`config.mk`:
```
export PLATFORM = sky130hd
export DESIGN_NAME = pu_stream_issue
export DESIGN_NICKNAME = d
export VERILOG_FILES = /design/src/rtl/pu_pkg.sv /design/src/rtl/pu_stream_issue.sv
export VERILOG_INCLUDE_DIRS = /design/src /design/src/rtl
export SDC_FILE = /design/constraint.sdc
export NUM_CORES = 1
export LEC_CHECK = 0
export BUFFER_PORTS_ARGS = -buffer_cell sky130_fd_sc_hd__buf_4
export CAP_MARGIN = 20
export CORE_ASPECT_RATIO = 1.25
export CORE_MARGIN = 3
export CORE_UTILIZATION = 29
export DETAILED_ROUTE_END_ITERATION = 10
export GPL_TIMING_DRIVEN = 1
export PLACE_DENSITY = 0.76
export SLEW_MARGIN = 20
export SYNTH_ARGS = -nofsm -noshare
export SYNTH_HDL_FRONTEND = slang
export SYNTH_SLANG_ARGS = --single-unit
```
`constraint.sdc`:
```
create_clock -name clk -period 2.3 [get_ports clk]
set_input_delay 0.46 -clock clk [delete_from_list [all_inputs] [get_ports clk]]
set_output_delay 0.46 -clock clk [all_outputs]
set_load 0.02 [all_outputs]
```
`src/rtl/pu_defs.svh`:
```
`ifndef PU_DEFS_SVH
`define PU_DEFS_SVH

// ============================================================
// word and field widths
// ============================================================
`define PU_INST_W       32
`define PU_IMM_W        16
`define PU_STRIDE_W     32
`define PU_OPCODE_W     4
`define PU_SPEC_W       7
`define PU_LOOP_ID_W    5

// alu side
`define PU_RF_ADDR_W    4  // msb set selects a stream
`define PU_FN_W         3

// instruction memory, 256 words
`define PU_IMEM_ADDR_W  8

`endif

```
`src/rtl/pu_pkg.sv`:
```
`include "pu_defs.svh"

package pu_pkg;

  typedef enum logic [`PU_OPCODE_W-1:0] {
    SETUP        = 4'd0,
    LDMEM        = 4'd1,
    STMEM        = 4'd2,
    RDBUF        = 4'd3,
    WRBUF        = 4'd4,
    GENADDR_HI   = 4'd5,
    GENADDR_LO   = 4'd6,
    LOOP         = 4'd7,
    BLOCK_REPEAT = 4'd8,
    BASE_ADDR    = 4'd9,
    PU_BLOCK     = 4'd10,
    COMPUTE_R    = 4'd11,
    COMPUTE_I    = 4'd12
  } pu_opcode_e;

  typedef enum logic [2:0] {
    IDLE,
    DECODE,
    COMPUTE_WAIT,
    COMPUTE,
    DONE
  } pu_state_e;

  // low bits of a stream register address
  typedef enum logic [`PU_RF_ADDR_W-2:0] {
    LD_OBUF = 3'd0,
    LD0_DDR = 3'd1,
    LD1_DDR = 3'd2
  } pu_src_e;

  typedef struct packed {
    pu_opcode_e                opcode;
    logic [`PU_SPEC_W-1:0]     spec;
    logic [`PU_LOOP_ID_W-1:0]  loop_id;
    logic [`PU_IMM_W-1:0]      imm;
  } pu_ctrl_fields_t;

  typedef struct packed {
    pu_opcode_e                opcode;
    logic                      in1_src;   // 1 selects the immediate
    logic [`PU_FN_W-1:0]       fn;
    logic [`PU_IMM_W-1:0]      imm;       // low bits double as in1 address
    logic [`PU_RF_ADDR_W-1:0]  in0_addr;
    logic [`PU_RF_ADDR_W-1:0]  out_addr;
  } pu_alu_fields_t;

  typedef union packed {
    pu_ctrl_fields_t ctrl;
    pu_alu_fields_t  alu;
  } pu_inst_u;

endpackage

```
`src/rtl/pu_stream_issue.sv`:
```
`timescale 1ns/100ps
`include "pu_defs.svh"

module pu_stream_issue (
  input  logic                      clk,
  input  logic                      reset,
  input  logic                      issue_valid,
  input  pu_pkg::pu_inst_u          issue_inst,
  input  logic                      obuf_ld_ready,
  input  logic                      ddr_ld0_ready,
  input  logic                      ddr_ld1_ready,
  input  logic                      ddr_st_write_ready,
  output logic                      stall,
  output logic                      alu_fn_valid,
  output logic [`PU_FN_W-1:0]       alu_fn,
  output logic [`PU_RF_ADDR_W-1:0]  alu_in0_addr,
  output logic                      alu_in1_src,
  output logic [`PU_RF_ADDR_W-1:0]  alu_in1_addr,
  output logic [`PU_RF_ADDR_W-1:0]  alu_out_addr,
  output logic [`PU_IMM_W-1:0]      alu_imm,
  output logic                      obuf_ld_req,
  output logic                      ddr_ld0_req,
  output logic                      ddr_ld1_req,
  output logic                      ddr_st_write_req
);
  import pu_pkg::*;

  pu_alu_fields_t  alu;
  logic            need_obuf;
  logic            need_ld0;
  logic            need_ld1;
  logic            need_st;
  logic [1:0]      st_dly;  // store request delay line

  // either operand may read the stream, in1 only when not immediate
  function automatic logic needs_src(input pu_alu_fields_t w, input pu_src_e src);
    logic [`PU_RF_ADDR_W-1:0] in1;
    in1 = w.imm[`PU_RF_ADDR_W-1:0];
    return (w.in0_addr[`PU_RF_ADDR_W-1] && w.in0_addr[`PU_RF_ADDR_W-2:0] == src) ||
           (!w.in1_src && in1[`PU_RF_ADDR_W-1] && in1[`PU_RF_ADDR_W-2:0] == src);
  endfunction

  assign alu          = issue_inst.alu;
  assign alu_fn       = alu.fn;
  assign alu_in0_addr = alu.in0_addr;
  assign alu_in1_src  = alu.in1_src;
  assign alu_in1_addr = alu.imm[`PU_RF_ADDR_W-1:0];
  assign alu_out_addr = alu.out_addr;
  assign alu_imm      = alu.imm;

  assign need_obuf = issue_valid && needs_src(alu, LD_OBUF);
  assign need_ld0  = issue_valid && needs_src(alu, LD0_DDR);
  assign need_ld1  = issue_valid && needs_src(alu, LD1_DDR);
  assign need_st   = issue_valid && alu.out_addr[`PU_RF_ADDR_W-1];

  assign stall = (need_obuf && !obuf_ld_ready) || (need_ld0 && !ddr_ld0_ready) ||
                 (need_ld1 && !ddr_ld1_ready) || (need_st && !ddr_st_write_ready);

  assign alu_fn_valid = issue_valid && !stall;
  assign obuf_ld_req  = need_obuf && !stall;
  assign ddr_ld0_req  = need_ld0 && !stall;
  assign ddr_ld1_req  = need_ld1 && !stall;

  // result is ready two cycles after issue
  always_ff @(posedge clk) begin
    if (reset) begin
      st_dly <= '0;
    end else begin
      st_dly <= {st_dly[0], need_st && !stall};
    end
  end

  assign ddr_st_write_req = st_dly[1];

endmodule

```
==> qor.yml <==
dpl.cell_count: 88
cp_data_required_time_ns: 1.84
cp_num_buf_inv: 3
setup_viol: 0
regMostFlops: "st_dly"
syn_nets: 101
ir_drop_uv: 245
fmax_ghz: 0.449
syn_avg_cell_area_um2: 8.21
post_drt_wl_per_cell_um: 13.5
period_needed_ns: 2.23
grt_max_degree: 7
worstPathCellList: "buf_4, or3b_1, o32ai_2, buf_4, nor3_1, buf_4"
grt_overflow_total: 0
dp_slack_ns: -0.0143
cp_max_fo: 5
routed_wl_um: 1230
vias_per_cell: 4.78
gp_congestion: 0.663
worst_pin_slew_ns: 0.294
regArea_um2: 40.0
cts_tree: "done"
largest_register_ffs: 2
drc: 0
die_area_um2: 2300
worst_hold_slack_ns: 0.406
ant_nets: 0
io_buffers: 36
drt-initial-drc-count: 3
most-common-layout-cells: "buf_4 (38), nand2b_1 (4), inv_1 (3), clkbuf_4 (3)"
hold_violations: 0
multi_input_area_um2: 241
slowest_delay_ns: 0.48
num-fill-cells: 172
finish.utilization_pct: 39.8
syn_inst: 62
post_cts_buffers: 0
cp.arrival_ns: 1.77
worstSetupEndpointType: "primary output"
syn_to_final_growth_pct: 26.8
max_cap_viol_count: 0
cts_root_buf: "clkbuf_4"
worst_hold_path_type: "in -> reg"
reg.largest.list: "st_dly (2)"
synth_cell_types: 24
grt_pass1_vias: 438
drtPass1Iterations: 2
power_density_nw_per_um2: 346
outcome: "complete, no violations"
die_width_um: 43.5
antenna_found_initial: 0
io_pins: 77
cts_buffers: 3
dpl.hpwl_um: 1010
layout.nets: 114
crit_path_start_kind: "primary input"
cts.sinks: 2
synth_seq_area_share_pct: 7.86
rsz0062_at_grt: "no"
dieHeight_um: 52.9
clockBufferDepth: 2
synth_warnings: 0
worst_path_most_repeated_cell: "buf_4"
cts_max_level: 1
leakagePower_nw: 0.299
ys_ff_latch: 2
grtUsageTotal_pct: 10.5
vias: 435
crit_type: "in -> out"
skew_ns: 0.00174
finalMaxSlewViolations: 0
drive_gt1_share_pct: 69.9
mostFrequentLayoutCell: "buf_4"
stdcell_count: 91
max_slew_margin_pct: 80.4
crit_slowest_cell: "or3b_1"
core_um2: 1620
period_share_pct: 96.8
diodes: 0
std_cell_rows: 16
grt_pass1_wl_um: 1800
path_delay_family: "simple AND/OR/NAND/NOR gates"
initial_core_util_pct: 31.4
setup_ws_ns: 0.0730
clock_latency_ns: 0.22
clkTransAtPathRegs_ns: 0.03
syn_area_um2: 509
[metal layers]
metal | GRT usage (%) | part of all wire, % | wire, um | vias up
li1 | - | - | - | 208
met1 | 10.0 | 33 | 409 | 192
met2 | 18.5 | 54 | 667 | 33
met3 | 3.74 | 12 | 150 | 2
met4 | 7.54 | 0.49 | 6 | 0
met5 | 0 | 0 | 0 | -
[logic make-up after synthesis]
logic type             synth area share [%]
DFF                                    7.86
and+or+nand+nor                        27.5
AOI/OAI and AO/OA                      15.2
buffers and inverters                  49.4
[layout make-up]
type / count / share of cell area, %
inverters: 3 / 1.74
repair buffers: 40 / 47.7
clock buffers: 3 / 3.49
flip-flops and latches: 2 / 6.20
well taps: 18 / 3.49
multi-input cells: 25 / 37.4
[worst paths after layout]
kind	start	endpoint	slack [ns]	cells past startpoint
min reg2reg	st_dly[0]	st_dly[1]	0.44	1
min	reset	st_dly[1]	0.41	2
max	issue_inst[6]	alu_fn_valid	0.07	6
max reg2reg	st_dly[0]	st_dly[1]	1.80	1
[power by group]
group          switching (W)  total [W]  internal [W]
logic              0.0000548   0.000111     0.0000562
clock network      0.0000188  0.0000763     0.0000575
registers        0.000000188  0.0000362     0.0000361
[per-stage QoR]
stage	instance area, um^2	total power, W	setup TNS [ns]
floorplan	515	0.000146	0
global placement	598	0.000142	0
detailed placement	598	0.000144	-0.0287
CTS	638	0.000229	0
global route	646	0.000239	0
finish	646	0.000224	0
[synthesized netlist by cell type (all sizes together)]
cell / n / area, um^2
buf: 32 / 240
dfxtp: 2 / 40.0
inv: 3 / 11.3
nand2: 1 / 3.75
nand2b: 4 / 25.0
nor2b: 1 / 6.26
nor3: 1 / 5.00
nor4: 2 / 18.8
nor4b: 2 / 23.8
o21ai: 1 / 5.00
o221ai: 2 / 23.8
o22a: 2 / 17.5
o22ai: 1 / 6.26
o31a: 1 / 8.76
o32ai: 1 / 16.3
or2: 1 / 6.26
or2b: 1 / 7.51
or3b: 1 / 8.76
or4b: 2 / 23.8
or4bb: 1 / 11.3
[timing repair]
action,4_1_cts,5_1_grt
resized for setup,2,2
pin swaps,1,3
hold buffers,0,0
endpoints found under the setup margin,4,1
No activity file was read; power rests on OpenSTA's default activity.
