`config.mk`:
```
export PLATFORM = sky130hd
export DESIGN_NAME = pu_inst_decode_flat
export DESIGN_NICKNAME = d
export VERILOG_FILES = /design/src/rtl/pu_pkg.sv /design/src/rtl/pu_imem_if.sv /design/src/rtl/pu_inst_decode.sv /design/src/flat_wrapper.sv
export VERILOG_INCLUDE_DIRS = /design/src /design/src/rtl
export SDC_FILE = /design/constraint.sdc
export NUM_CORES = 1
export LEC_CHECK = 0
export BUFFER_PORTS_ARGS = -buffer_cell sky130_fd_sc_hd__buf_2
export CAP_MARGIN = 20
export CORE_MARGIN = 2
export CORE_UTILIZATION = 45
export DETAILED_ROUTE_END_ITERATION = 6
export PLACE_DENSITY = 0.78
export SLEW_MARGIN = 20
export SYNTH_ARGS = -nofsm -noshare
export SYNTH_HDL_FRONTEND = slang
export SYNTH_SLANG_ARGS = --single-unit
```
`constraint.sdc`:
```
create_clock -name clk -period 1.65 [get_ports clk]
set_input_delay 0.33 -clock clk [delete_from_list [all_inputs] [get_ports clk]]
set_output_delay 0.33 -clock clk [all_outputs]
set_load 0.005 [all_outputs]
```
`src/rtl/pu_defs.svh`:
```
`ifndef PU_DEFS_SVH
`define PU_DEFS_SVH

// ============================================================
// word and field widths
// ============================================================
`define PU_INST_W       32
`define PU_IMM_W        16
`define PU_STRIDE_W     32
`define PU_OPCODE_W     4
`define PU_SPEC_W       7
`define PU_LOOP_ID_W    5

// alu side
`define PU_RF_ADDR_W    4  // msb set selects a stream
`define PU_FN_W         3

// instruction memory, 256 words
`define PU_IMEM_ADDR_W  8

`endif

```
`src/rtl/pu_pkg.sv`:
```
`include "pu_defs.svh"

package pu_pkg;

  typedef enum logic [`PU_OPCODE_W-1:0] {
    SETUP        = 4'd0,
    LDMEM        = 4'd1,
    STMEM        = 4'd2,
    RDBUF        = 4'd3,
    WRBUF        = 4'd4,
    GENADDR_HI   = 4'd5,
    GENADDR_LO   = 4'd6,
    LOOP         = 4'd7,
    BLOCK_REPEAT = 4'd8,
    BASE_ADDR    = 4'd9,
    PU_BLOCK     = 4'd10,
    COMPUTE_R    = 4'd11,
    COMPUTE_I    = 4'd12
  } pu_opcode_e;

  typedef enum logic [2:0] {
    IDLE,
    DECODE,
    COMPUTE_WAIT,
    COMPUTE,
    DONE
  } pu_state_e;

  // low bits of a stream register address
  typedef enum logic [`PU_RF_ADDR_W-2:0] {
    LD_OBUF = 3'd0,
    LD0_DDR = 3'd1,
    LD1_DDR = 3'd2
  } pu_src_e;

  typedef struct packed {
    pu_opcode_e                opcode;
    logic [`PU_SPEC_W-1:0]     spec;
    logic [`PU_LOOP_ID_W-1:0]  loop_id;
    logic [`PU_IMM_W-1:0]      imm;
  } pu_ctrl_fields_t;

  typedef struct packed {
    pu_opcode_e                opcode;
    logic                      in1_src;   // 1 selects the immediate
    logic [`PU_FN_W-1:0]       fn;
    logic [`PU_IMM_W-1:0]      imm;       // low bits double as in1 address
    logic [`PU_RF_ADDR_W-1:0]  in0_addr;
    logic [`PU_RF_ADDR_W-1:0]  out_addr;
  } pu_alu_fields_t;

  typedef union packed {
    pu_ctrl_fields_t ctrl;
    pu_alu_fields_t  alu;
  } pu_inst_u;

endpackage

```
`src/rtl/pu_imem_if.sv`:
```
`timescale 1ns/100ps
`include "pu_defs.svh"

interface pu_imem_if;
  import pu_pkg::*;

  logic                        wr_en;
  pu_inst_u                    wr_data;
  logic                        rd_en;
  logic [`PU_IMEM_ADDR_W-1:0]  rd_addr;
  logic                        clear;      // rewinds the write pointer
  pu_inst_u                    rd_data;    // valid one cycle after rd_en
  logic [`PU_IMEM_ADDR_W-1:0]  last_addr;  // newest stored word

  modport writer (output wr_en, output wr_data);

  modport reader (output rd_en, output rd_addr, output clear,
                  input rd_data, input last_addr);

  modport mem (input wr_en, input wr_data, input rd_en, input rd_addr,
               input clear, output rd_data, output last_addr);

endinterface

```
`src/rtl/pu_inst_decode.sv`:
```
`timescale 1ns/100ps
`include "pu_defs.svh"

module pu_inst_decode (
  input  logic                     clk,
  input  logic                     reset,
  input  logic                     inst_req,
  input  pu_pkg::pu_inst_u         inst_data,
  input  logic                     decode_en,
  output logic                     inst_ack,
  output logic                     cfg_loop_iter_v,
  output logic [`PU_IMM_W-1:0]     cfg_loop_iter,
  output logic [2:0]               cfg_loop_iter_type,
  output logic                     cfg_loop_stride_v,
  output logic [`PU_STRIDE_W-1:0]  cfg_loop_stride,
  output logic [3:0]               cfg_loop_stride_type,
  output logic                     cfg_mem_req_v,
  output logic [1:0]               cfg_mem_req_type,
  output logic [2:0]               upsample_num,
  output logic                     block_end,
  output logic [`PU_IMM_W-1:0]     block_repeat,
  pu_imem_if.writer                imem
);
  import pu_pkg::*;

  pu_ctrl_fields_t                     word;
  logic                                accept;
  logic [`PU_STRIDE_W-`PU_IMM_W-1:0]   stride_hi;

  assign word   = inst_data.ctrl;
  assign accept = decode_en && inst_req && !inst_ack;  // one word per req

  // ============================================================
  // four-phase intake
  // ============================================================
  always_ff @(posedge clk) begin
    if (reset) begin
      inst_ack <= 1'b0;
    end else if (accept) begin
      inst_ack <= 1'b1;
    end else if (!inst_req) begin
      inst_ack <= 1'b0;  // follows req down
    end
  end

  // pulses line up with the rising ack
  always_ff @(posedge clk) begin
    if (reset) begin
      cfg_loop_iter_v   <= 1'b0;
      cfg_loop_stride_v <= 1'b0;
      cfg_mem_req_v     <= 1'b0;
      block_end         <= 1'b0;
      imem.wr_en        <= 1'b0;
    end else begin
      cfg_loop_iter_v   <= accept && (word.opcode == LOOP);
      cfg_loop_stride_v <= accept && (word.opcode == GENADDR_LO);
      cfg_mem_req_v     <= accept && (word.opcode == LDMEM);
      block_end         <= accept && (word.opcode == BLOCK_REPEAT);
      imem.wr_en        <= accept && (word.opcode inside {COMPUTE_R, COMPUTE_I});
    end
  end

  // high half waits for its GENADDR_LO
  always_ff @(posedge clk) begin
    if (reset) begin
      stride_hi <= '0;
    end else if (!decode_en) begin
      stride_hi <= '0;  // also covers done
    end else if (accept && word.opcode == GENADDR_LO) begin
      stride_hi <= '0;
    end else if (accept && word.opcode == GENADDR_HI) begin
      stride_hi <= word.imm;
    end
  end

  always_ff @(posedge clk) begin
    if (accept) begin
      cfg_loop_iter        <= word.imm;
      cfg_loop_iter_type   <= word.spec[2:0];
      cfg_loop_stride      <= {stride_hi, word.imm};
      cfg_loop_stride_type <= word.spec[3:0];
      cfg_mem_req_type     <= word.spec[4:3];
      upsample_num         <= word.spec[2:0];
      block_repeat         <= word.imm;
      imem.wr_data         <= inst_data;  // whole word, alu view read later
    end
  end

  // host keeps req up until it sees ack
  a_ack_needs_req: assert property (@(posedge clk) disable iff (reset)
    $rose(inst_ack) |-> inst_req);

endmodule

```
`src/flat_wrapper.sv`:
```
// flat-port wrapper written by rule: the top's interface ports become plain ports
module pu_inst_decode_flat import pu_pkg::*;
  (clk, reset, inst_req, inst_data, decode_en, inst_ack, cfg_loop_iter_v, cfg_loop_iter, cfg_loop_iter_type, cfg_loop_stride_v, cfg_loop_stride, cfg_loop_stride_type, cfg_mem_req_v, cfg_mem_req_type, upsample_num, block_end, block_repeat, imem_wr_en, imem_wr_data);
  pu_imem_if imem_i ();
  input  logic clk;
  input  logic reset;
  input  logic inst_req;
  input  pu_pkg::pu_inst_u inst_data;
  input  logic decode_en;
  output logic inst_ack;
  output logic cfg_loop_iter_v;
  output logic [`PU_IMM_W-1:0] cfg_loop_iter;
  output logic [2:0] cfg_loop_iter_type;
  output logic cfg_loop_stride_v;
  output logic [`PU_STRIDE_W-1:0] cfg_loop_stride;
  output logic [3:0] cfg_loop_stride_type;
  output logic cfg_mem_req_v;
  output logic [1:0] cfg_mem_req_type;
  output logic [2:0] upsample_num;
  output logic block_end;
  output logic [`PU_IMM_W-1:0] block_repeat;
  output wire logic [$bits(imem_i.wr_en)-1:0] imem_wr_en;
  output wire logic [$bits(imem_i.wr_data)-1:0] imem_wr_data;
  assign imem_wr_en = imem_i.wr_en;
  assign imem_wr_data = imem_i.wr_data;
  pu_inst_decode u_core (.clk(clk), .reset(reset), .inst_req(inst_req), .inst_data(inst_data), .decode_en(decode_en), .inst_ack(inst_ack), .cfg_loop_iter_v(cfg_loop_iter_v), .cfg_loop_iter(cfg_loop_iter), .cfg_loop_iter_type(cfg_loop_iter_type), .cfg_loop_stride_v(cfg_loop_stride_v), .cfg_loop_stride(cfg_loop_stride), .cfg_loop_stride_type(cfg_loop_stride_type), .cfg_mem_req_v(cfg_mem_req_v), .cfg_mem_req_type(cfg_mem_req_type), .upsample_num(upsample_num), .block_end(block_end), .block_repeat(block_repeat), .imem(imem_i));
endmodule
```
==> results.py, run 1 <==
metrics = {
    "synthesis": {
        "syn_area_per_cell_um2": 13.12,
        "synth_top_area_share_pct": 48.83,
        "synth_ff_type": "edfxtp_1",
        "synth-seq-cells": 70,
        "netlist_area_um2": 2952,
        "yosys-top-cells-area": "edfxtp_1 49%, buf_4 16%, dfxtp_1 15%",
        "yosysMostFrequentCell": "buf_4",
        "ys_seq_area_share_pct": 63.76,
        "synth_largest_area_cell": "edfxtp_1",
        "syn_inst": 225,
        "synth_edf_count": 48,
        "syn_nets": 261,
        "ys_warn_count": 0,
        "synth_common_cells": "63 x buf_4, 48 x edfxtp_1, 22 x dfxtp_1",
        "synth_cell_types": 22,
        "postSynth.asyncResetShare_pct": 0,
    },
    "clocking": {
        "worstSkewPairLatency_ps": 330,
        "cts_buffer_depth": 2,
        "ctsResizeCount": 0,
        "postCtsSetupBuffers": 0,
        "cts_sinks": 70,
        "cts_tree": "done",
        "clk_pin_slew_worst_paths_ps": 70,
        "cts_buffers": 9,
        "cts_root_buffer": "clkbuf_8",
        "htreeDepth": 3,
        "hold_buffers": 0,
    },
    "sta": {
        "fin_crit_sh_pct": 88.07,
        "slew_headroom_pct": 53.32,
        "skew_ps": 6.139,
        "tightest_slew_ps": 699.4,
        "timing.hold.ws_ps": 173.1,
        "rsz0062_at_grt": "false",
        "fin_setup_tns_ps": 0,
        "setup_viol": 0,
        "fmax_ghz": 0.6882,
        "hold_viol": 0,
        "finalCriticalPeriod_ps": 1453,
        "final_max_slew_viol_count": 0,
    },
    "power_and_ir_drop": {
        "p_per_area_nw_per_um2": 1008,
        "leakage_nw": 1.492,
        "ir_worst_vdd_v": 0.0006053,
    },
    "global_route": {
        "grt_overflow": 0,
        "antenna_found_initial": 0,
        "grt_max_degree": 39,
        "grt_pass1_vias": 1701,
        "grtUsageTotal_pct": 14.79,
        "grt_pass1_wl_um": 8280,
    },
    "placed_design": {
        "dp_hpwl_um": 4001,
        "portBuffers": 149,
        "place_congestion": 0.6582,
    },
    "detailed_routing": {
        "drc": 0,
        "vias_per_cell": 4.816,
        "via_count": 1941,
        "routedWlPerCell_um": 14.05,
        "wirelength_um": 5661,
        "drt_iter0_markers": 106,
        "ant_nets": 0,
        "firstDrtPassIters": 4,
    },
    "die": {
        "die_area_um2": 7223,
        "ios": 150,
        "fp.dieH_um": 84.99,
        "core_um2": 6350,
        "initial_utilization_pct": 46.48,
        "die_w_um": 84.99,
        "rows": 29,
    },
    "hold_path": {
        "worstHoldPathType": "in2reg",
    },
    "layout": {
        "drive_above_1_share_pct": 53.07,
        "utilization_pct": 55.74,
        "syn_to_final_growth_pct": 19.92,
        "antenna_cells": 0,
        "nets": 357,
    },
    "outcome": {
        "outcome": "complete, no violations",
    },
    "worst_setup_path": {
        "ff2ff_setup_slack_ps": 200,
        "cp-start-kind": "flop",
        "critPathCaptureType": "flop",
        "worstPathRequired_ps": 1840,
        "critical_path_class": "reg2reg",
        "arrival_ps": 1640,
        "crit_fanout": 16,
    },
    "flow_run": {
        "cap_viol_max_count": 0,
    },
}
==> area by class of cell <==
class                           instances  area (µm²)
Timing Repair Buffer                  156       823.3
Sequential cell                        70        1882
Clock buffer                           11       131.4
Multi-Input combinational cell         83       544.3
Inverter                                1       3.754
Clock inverter                          5       58.81
Tap cell                               77       96.34
Fill cell                             532        2810
==> worst max-delay path, cell delays in order, from the launching register on <==
cell and delay [ps]:
dfxtp_1 330, nand3b_4 190, nor3b_4 620, o22ai_1 180
==> report_power, final <==
part / switching, W / internal [W] / total (W)
logic: 0.000154 / 0.000139 / 0.000293
clock network: 0.000619 / 0.000702 / 0.00132
registers: 0.0000224 / 0.00193 / 0.00195
==> final timing paths <==
path,startpoint,endpoint,cells after the start
setup reg to reg,u_core.inst_ack$_SDFFE_PP0P_,u_core.stride_hi[14]$_SDFFE_PP0P_,3
setup / recovery,u_core.inst_ack$_SDFFE_PP0P_,u_core.stride_hi[14]$_SDFFE_PP0P_,3
hold / removal,inst_data[22],u_core.cfg_loop_stride_type[1]$_DFFE_PP_,1
hold reg to reg,u_core.stride_hi[13]$_SDFFE_PP0P_,u_core.cfg_loop_stride[29]$_DFFE_PP_,0
==> routing by layer <==
layer	track usage [%]	vias to the layer above	share of wire [%]
li1	-	951	-
met1	17.92	897	39
met2	24.29	85	52
met3	3.502	8	6.7
met4	8.225	0	1.5
met5	0	-	0
==> sequential cells by signal, indices dropped and copies added, names as in the netlist <==
name and count:
u_core.cfg_loop_stride_type 3, u_core.imem.wr_en 1, u_core.cfg_loop_stride 32, u_core.stride_hi 16
u_core.cfg_loop_stride_v 1, u_core.imem.wr_data 12, u_core.inst_ack 1, u_core.cfg_mem_req_type 1
u_core.cfg_loop_iter_v 1, u_core.block_end 1, u_core.cfg_mem_req_v 1
==> cell usage in the layout (no fill, tap or decap) <==
cell type   instances
inv_2               1
edfxtp_1           48
a21oi_1             1
nand3b_1            2
bufinv_16           1
a32oi_1            16
nand2_1            20
clkinv_2            1
nor3_1              1
nand3b_4            1
o22ai_1            16
nor2b_1             9
nor4_1              2
inv_6               1
buf_2             149
nor3b_1             1
buf_4               5
nor3b_4             1
clkbuf_1            2
or4b_1              1
clkbuf_8            9
and2b_1             9
nor2_1              3
buf_12              2
clkinvlp_4          2
dfxtp_1            22
==> stage by stage <==
| step | instance area, µm² | cells | total power [W] | worst slack, ps |
|---|---|---|---|---|
| finish | 3540 | 403 | 0.003568 | 196.9 |
| global placement | 3349 | 387 | 0.002284 | 92.59 |
| global route | 3540 | 403 | 0.003700 | 136.6 |
| CTS | 3540 | 403 | 0.003618 | 188.1 |
| detailed placement | 3349 | 387 | 0.002293 | 62.39 |
| floorplan | 2952 | 225 | 0.002182 | 179.0 |
==> cell families (layout without fill, tap and decap cells) <==
| group | Yosys count | in the layout | share of synthesized area, % |
|---|---|---|---|
| AND/OR/NAND/NOR | 50 | 50 | 10.13 |
| AO/OA/AOI/OAI | 33 | 33 | 8.308 |
| buffers and inverters | 72 | 173 | 17.80 |
| flip-flops | 70 | 70 | 63.76 |
Power figures use the tool's default switching activity.
==> run 2: changes to the inputs <==
--- a/config.mk
+++ b/config.mk
@@ -8,8 +8,10 @@
 export LEC_CHECK = 0
 export BUFFER_PORTS_ARGS = -buffer_cell sky130_fd_sc_hd__buf_2
 export CAP_MARGIN = 20
+export CELL_PAD_IN_SITES_DETAIL_PLACEMENT = 1
+export CELL_PAD_IN_SITES_GLOBAL_PLACEMENT = 1
 export CORE_MARGIN = 2
-export CORE_UTILIZATION = 45
+export CORE_UTILIZATION = 34
 export DETAILED_ROUTE_END_ITERATION = 6
 export PLACE_DENSITY = 0.78
 export SLEW_MARGIN = 20
==> results.py, run 2 (synthesis results as in run 1) <==
metrics = {
    "outcome": {
        "outcome": "complete, no violations",
    },
    "global_route": {
        "grtUsageTotal_pct": 14.03,
        "antenna_found_initial": 0,
        "grt_pass1_wl_um": 10420,
        "grt_max_degree": 44,
        "grt_pass1_vias": 1925,
        "grt_overflow": 0,
    },
    "clocking": {
        "postCtsSetupBuffers": 0,
        "htreeDepth": 3,
        "clk_pin_slew_worst_paths_ps": 80,
        "cts_buffers": 9,
        "cts_sinks": 70,
        "cts_root_buffer": "clkbuf_8",
        "hold_buffers": 0,
        "cts_tree": "done",
        "cts_buffer_depth": 2,
        "worstSkewPairLatency_ps": 340,
        "ctsResizeCount": 0,
    },
    "sta": {
        "tightest_slew_ps": 747.9,
        "finalCriticalPeriod_ps": 1495,
        "fin_setup_tns_ps": 0,
        "fmax_ghz": 0.6691,
        "hold_viol": 0,
        "final_max_slew_viol_count": 0,
        "fin_crit_sh_pct": 90.59,
        "setup_slack_ps": 155.3,
        "rsz0062_at_grt": "false",
        "slew_headroom_pct": 50.09,
        "skew_ps": 8.431,
        "setup_viol": 0,
    },
    "hold_path": {
        "worstHoldPathType": "in2reg",
    },
    "placed_design": {
        "portBuffers": 149,
        "place_congestion": 0.6740,
        "dp_hpwl_um": 4515,
        "dp_slack_ps": 3.539,
        "post_dp_cell_area_um2": 3364,
    },
    "power_and_ir_drop": {
        "p_int_w": 0.003109,
        "switching_share_pct": 20.97,
        "p_per_area_nw_per_um2": 1089,
        "clock_power_share_pct": 42.8,
        "total_power_w": 0.003933,
        "p_seq_share_pct": 49.7,
        "leakage_nw": 1.521,
        "ir_worst_vdd_v": 0.0003820,
        "power_frac_comb_pct": 7.5,
        "power_switching_w": 0.0008247,
    },
    "worst_setup_path": {
        "crit_fanout": 16,
        "cp-startpoint": "u_core.inst_ack$_SDFFE_PP0P_",
        "reg2reg_to": "u_core.stride_hi[14]$_SDFFE_PP0P_",
        "critPathCaptureType": "flop",
        "cp-start-kind": "flop",
        "arrival_ps": 1690,
        "critical_path_class": "reg2reg",
        "crit_path_end": "u_core.stride_hi[14]$_SDFFE_PP0P_",
        "ff2ff_setup_slack_ps": 160,
        "ff2ff_path_depth": 3,
        "worstPathRequired_ps": 1850,
        "timing.rr.start": "u_core.inst_ack$_SDFFE_PP0P_",
    },
    "detailed_routing": {
        "routedWlPerCell_um": 15.10,
        "vias_per_cell": 4.651,
        "ant_nets": 0,
        "via_count": 2000,
        "firstDrtPassIters": 4,
        "wirelength_um": 6493,
        "drc": 0,
        "drt_iter0_markers": 70,
    },
    "layout": {
        "largest_register_ffs": 32,
        "utilization_pct": 43.51,
        "finish.instance_area_um2": 3611,
        "nets": 356,
        "syn_to_final_growth_pct": 22.34,
        "drive_above_1_share_pct": 53.54,
        "final_common_cell": "buf_2",
        "top_regs": "u_core.cfg_loop_stride (32), u_core.stride_hi (16), u_core.imem.wr_data (12)",
        "mostFrequentLayoutCells": "149 x buf_2, 48 x edfxtp_1, 22 x dfxtp_1",
        "antenna_cells": 0,
        "largest_register": "u_core.cfg_loop_stride",
    },
    "die": {
        "die_w_um": 97.17,
        "fp.dieH_um": 97.17,
        "initial_utilization_pct": 35.56,
        "ios": 150,
        "die_area_um2": 9442,
        "rows": 33,
        "core_um2": 8299,
    },
    "flow_run": {
        "cap_viol_max_count": 0,
    },
}
-- run 2: worst min path at each step --
stage / slack [ps] / cells past startpoint / start / endpoint
finish: 160 / 1 / inst_data[25] / u_core.imem.wr_data[25]$_DFFE_PP_
global route: 130 / 1 / inst_data[25] / u_core.imem.wr_data[25]$_DFFE_PP_
CTS: 140 / 1 / inst_data[25] / u_core.imem.wr_data[25]$_DFFE_PP_
detailed placement: 440 / 0 / u_core.stride_hi[11]$_SDFFE_PP0P_ / u_core.cfg_loop_stride[27]$_DFFE_PP_
global placement: 440 / 0 / u_core.stride_hi[6]$_SDFFE_PP0P_ / u_core.cfg_loop_stride[22]$_DFFE_PP_
floorplan: 410 / 1 / inst_data[28] / u_core.cfg_loop_stride_v$_SDFF_PP0_
-- run 2: layer usage --
layer | track usage, % | wire (µm) | up-vias
li1 | - | - | 943
met1 | 16.31 | 2595 | 964
met2 | 24.41 | 3395 | 86
met3 | 5.036 | 437 | 7
met4 | 3.900 | 65 | 0
met5 | 0 | 0 | -
-- run 2: area by class of cell --
type                            instances  area, µm²
Inverter                                1      3.754
Fill cell                             921       4688
Clock buffer                           10      137.6
Clock inverter                          6      108.9
Timing Repair Buffer                  155      803.3
Sequential cell                        70       1882
Multi-Input combinational cell         83      544.3
Tap cell                              105      131.4
-- run 2: power by group through the flow --
stage,clock [W],sequential [W],combinational [W]
2_1_floorplan,0,0.00200,0.000179
3_3_place_gp,0,0.00199,0.000292
3_5_place_dp,0,0.00200,0.000300
4_1_cts,0.00174,0.00196,0.000301
5_1_grt,0.00183,0.00196,0.000325
6_report,0.00169,0.00195,0.000294
-- run 2: worst max-delay path, cell delays in order (launching register included) --
cell and delay (ps):
dfxtp_1 330, nand3b_4 190, nor3b_4 660, o22ai_1 180
-- run 2: stage by stage --
step | instances | hold WS [ps]
after global routing | 430 | 126.8
after global placement | 414 | 442.1
after CTS | 430 | 142.4
after detailed placement | 414 | 441.9
final | 430 | 160.2
after floorplan | 225 | 406.0
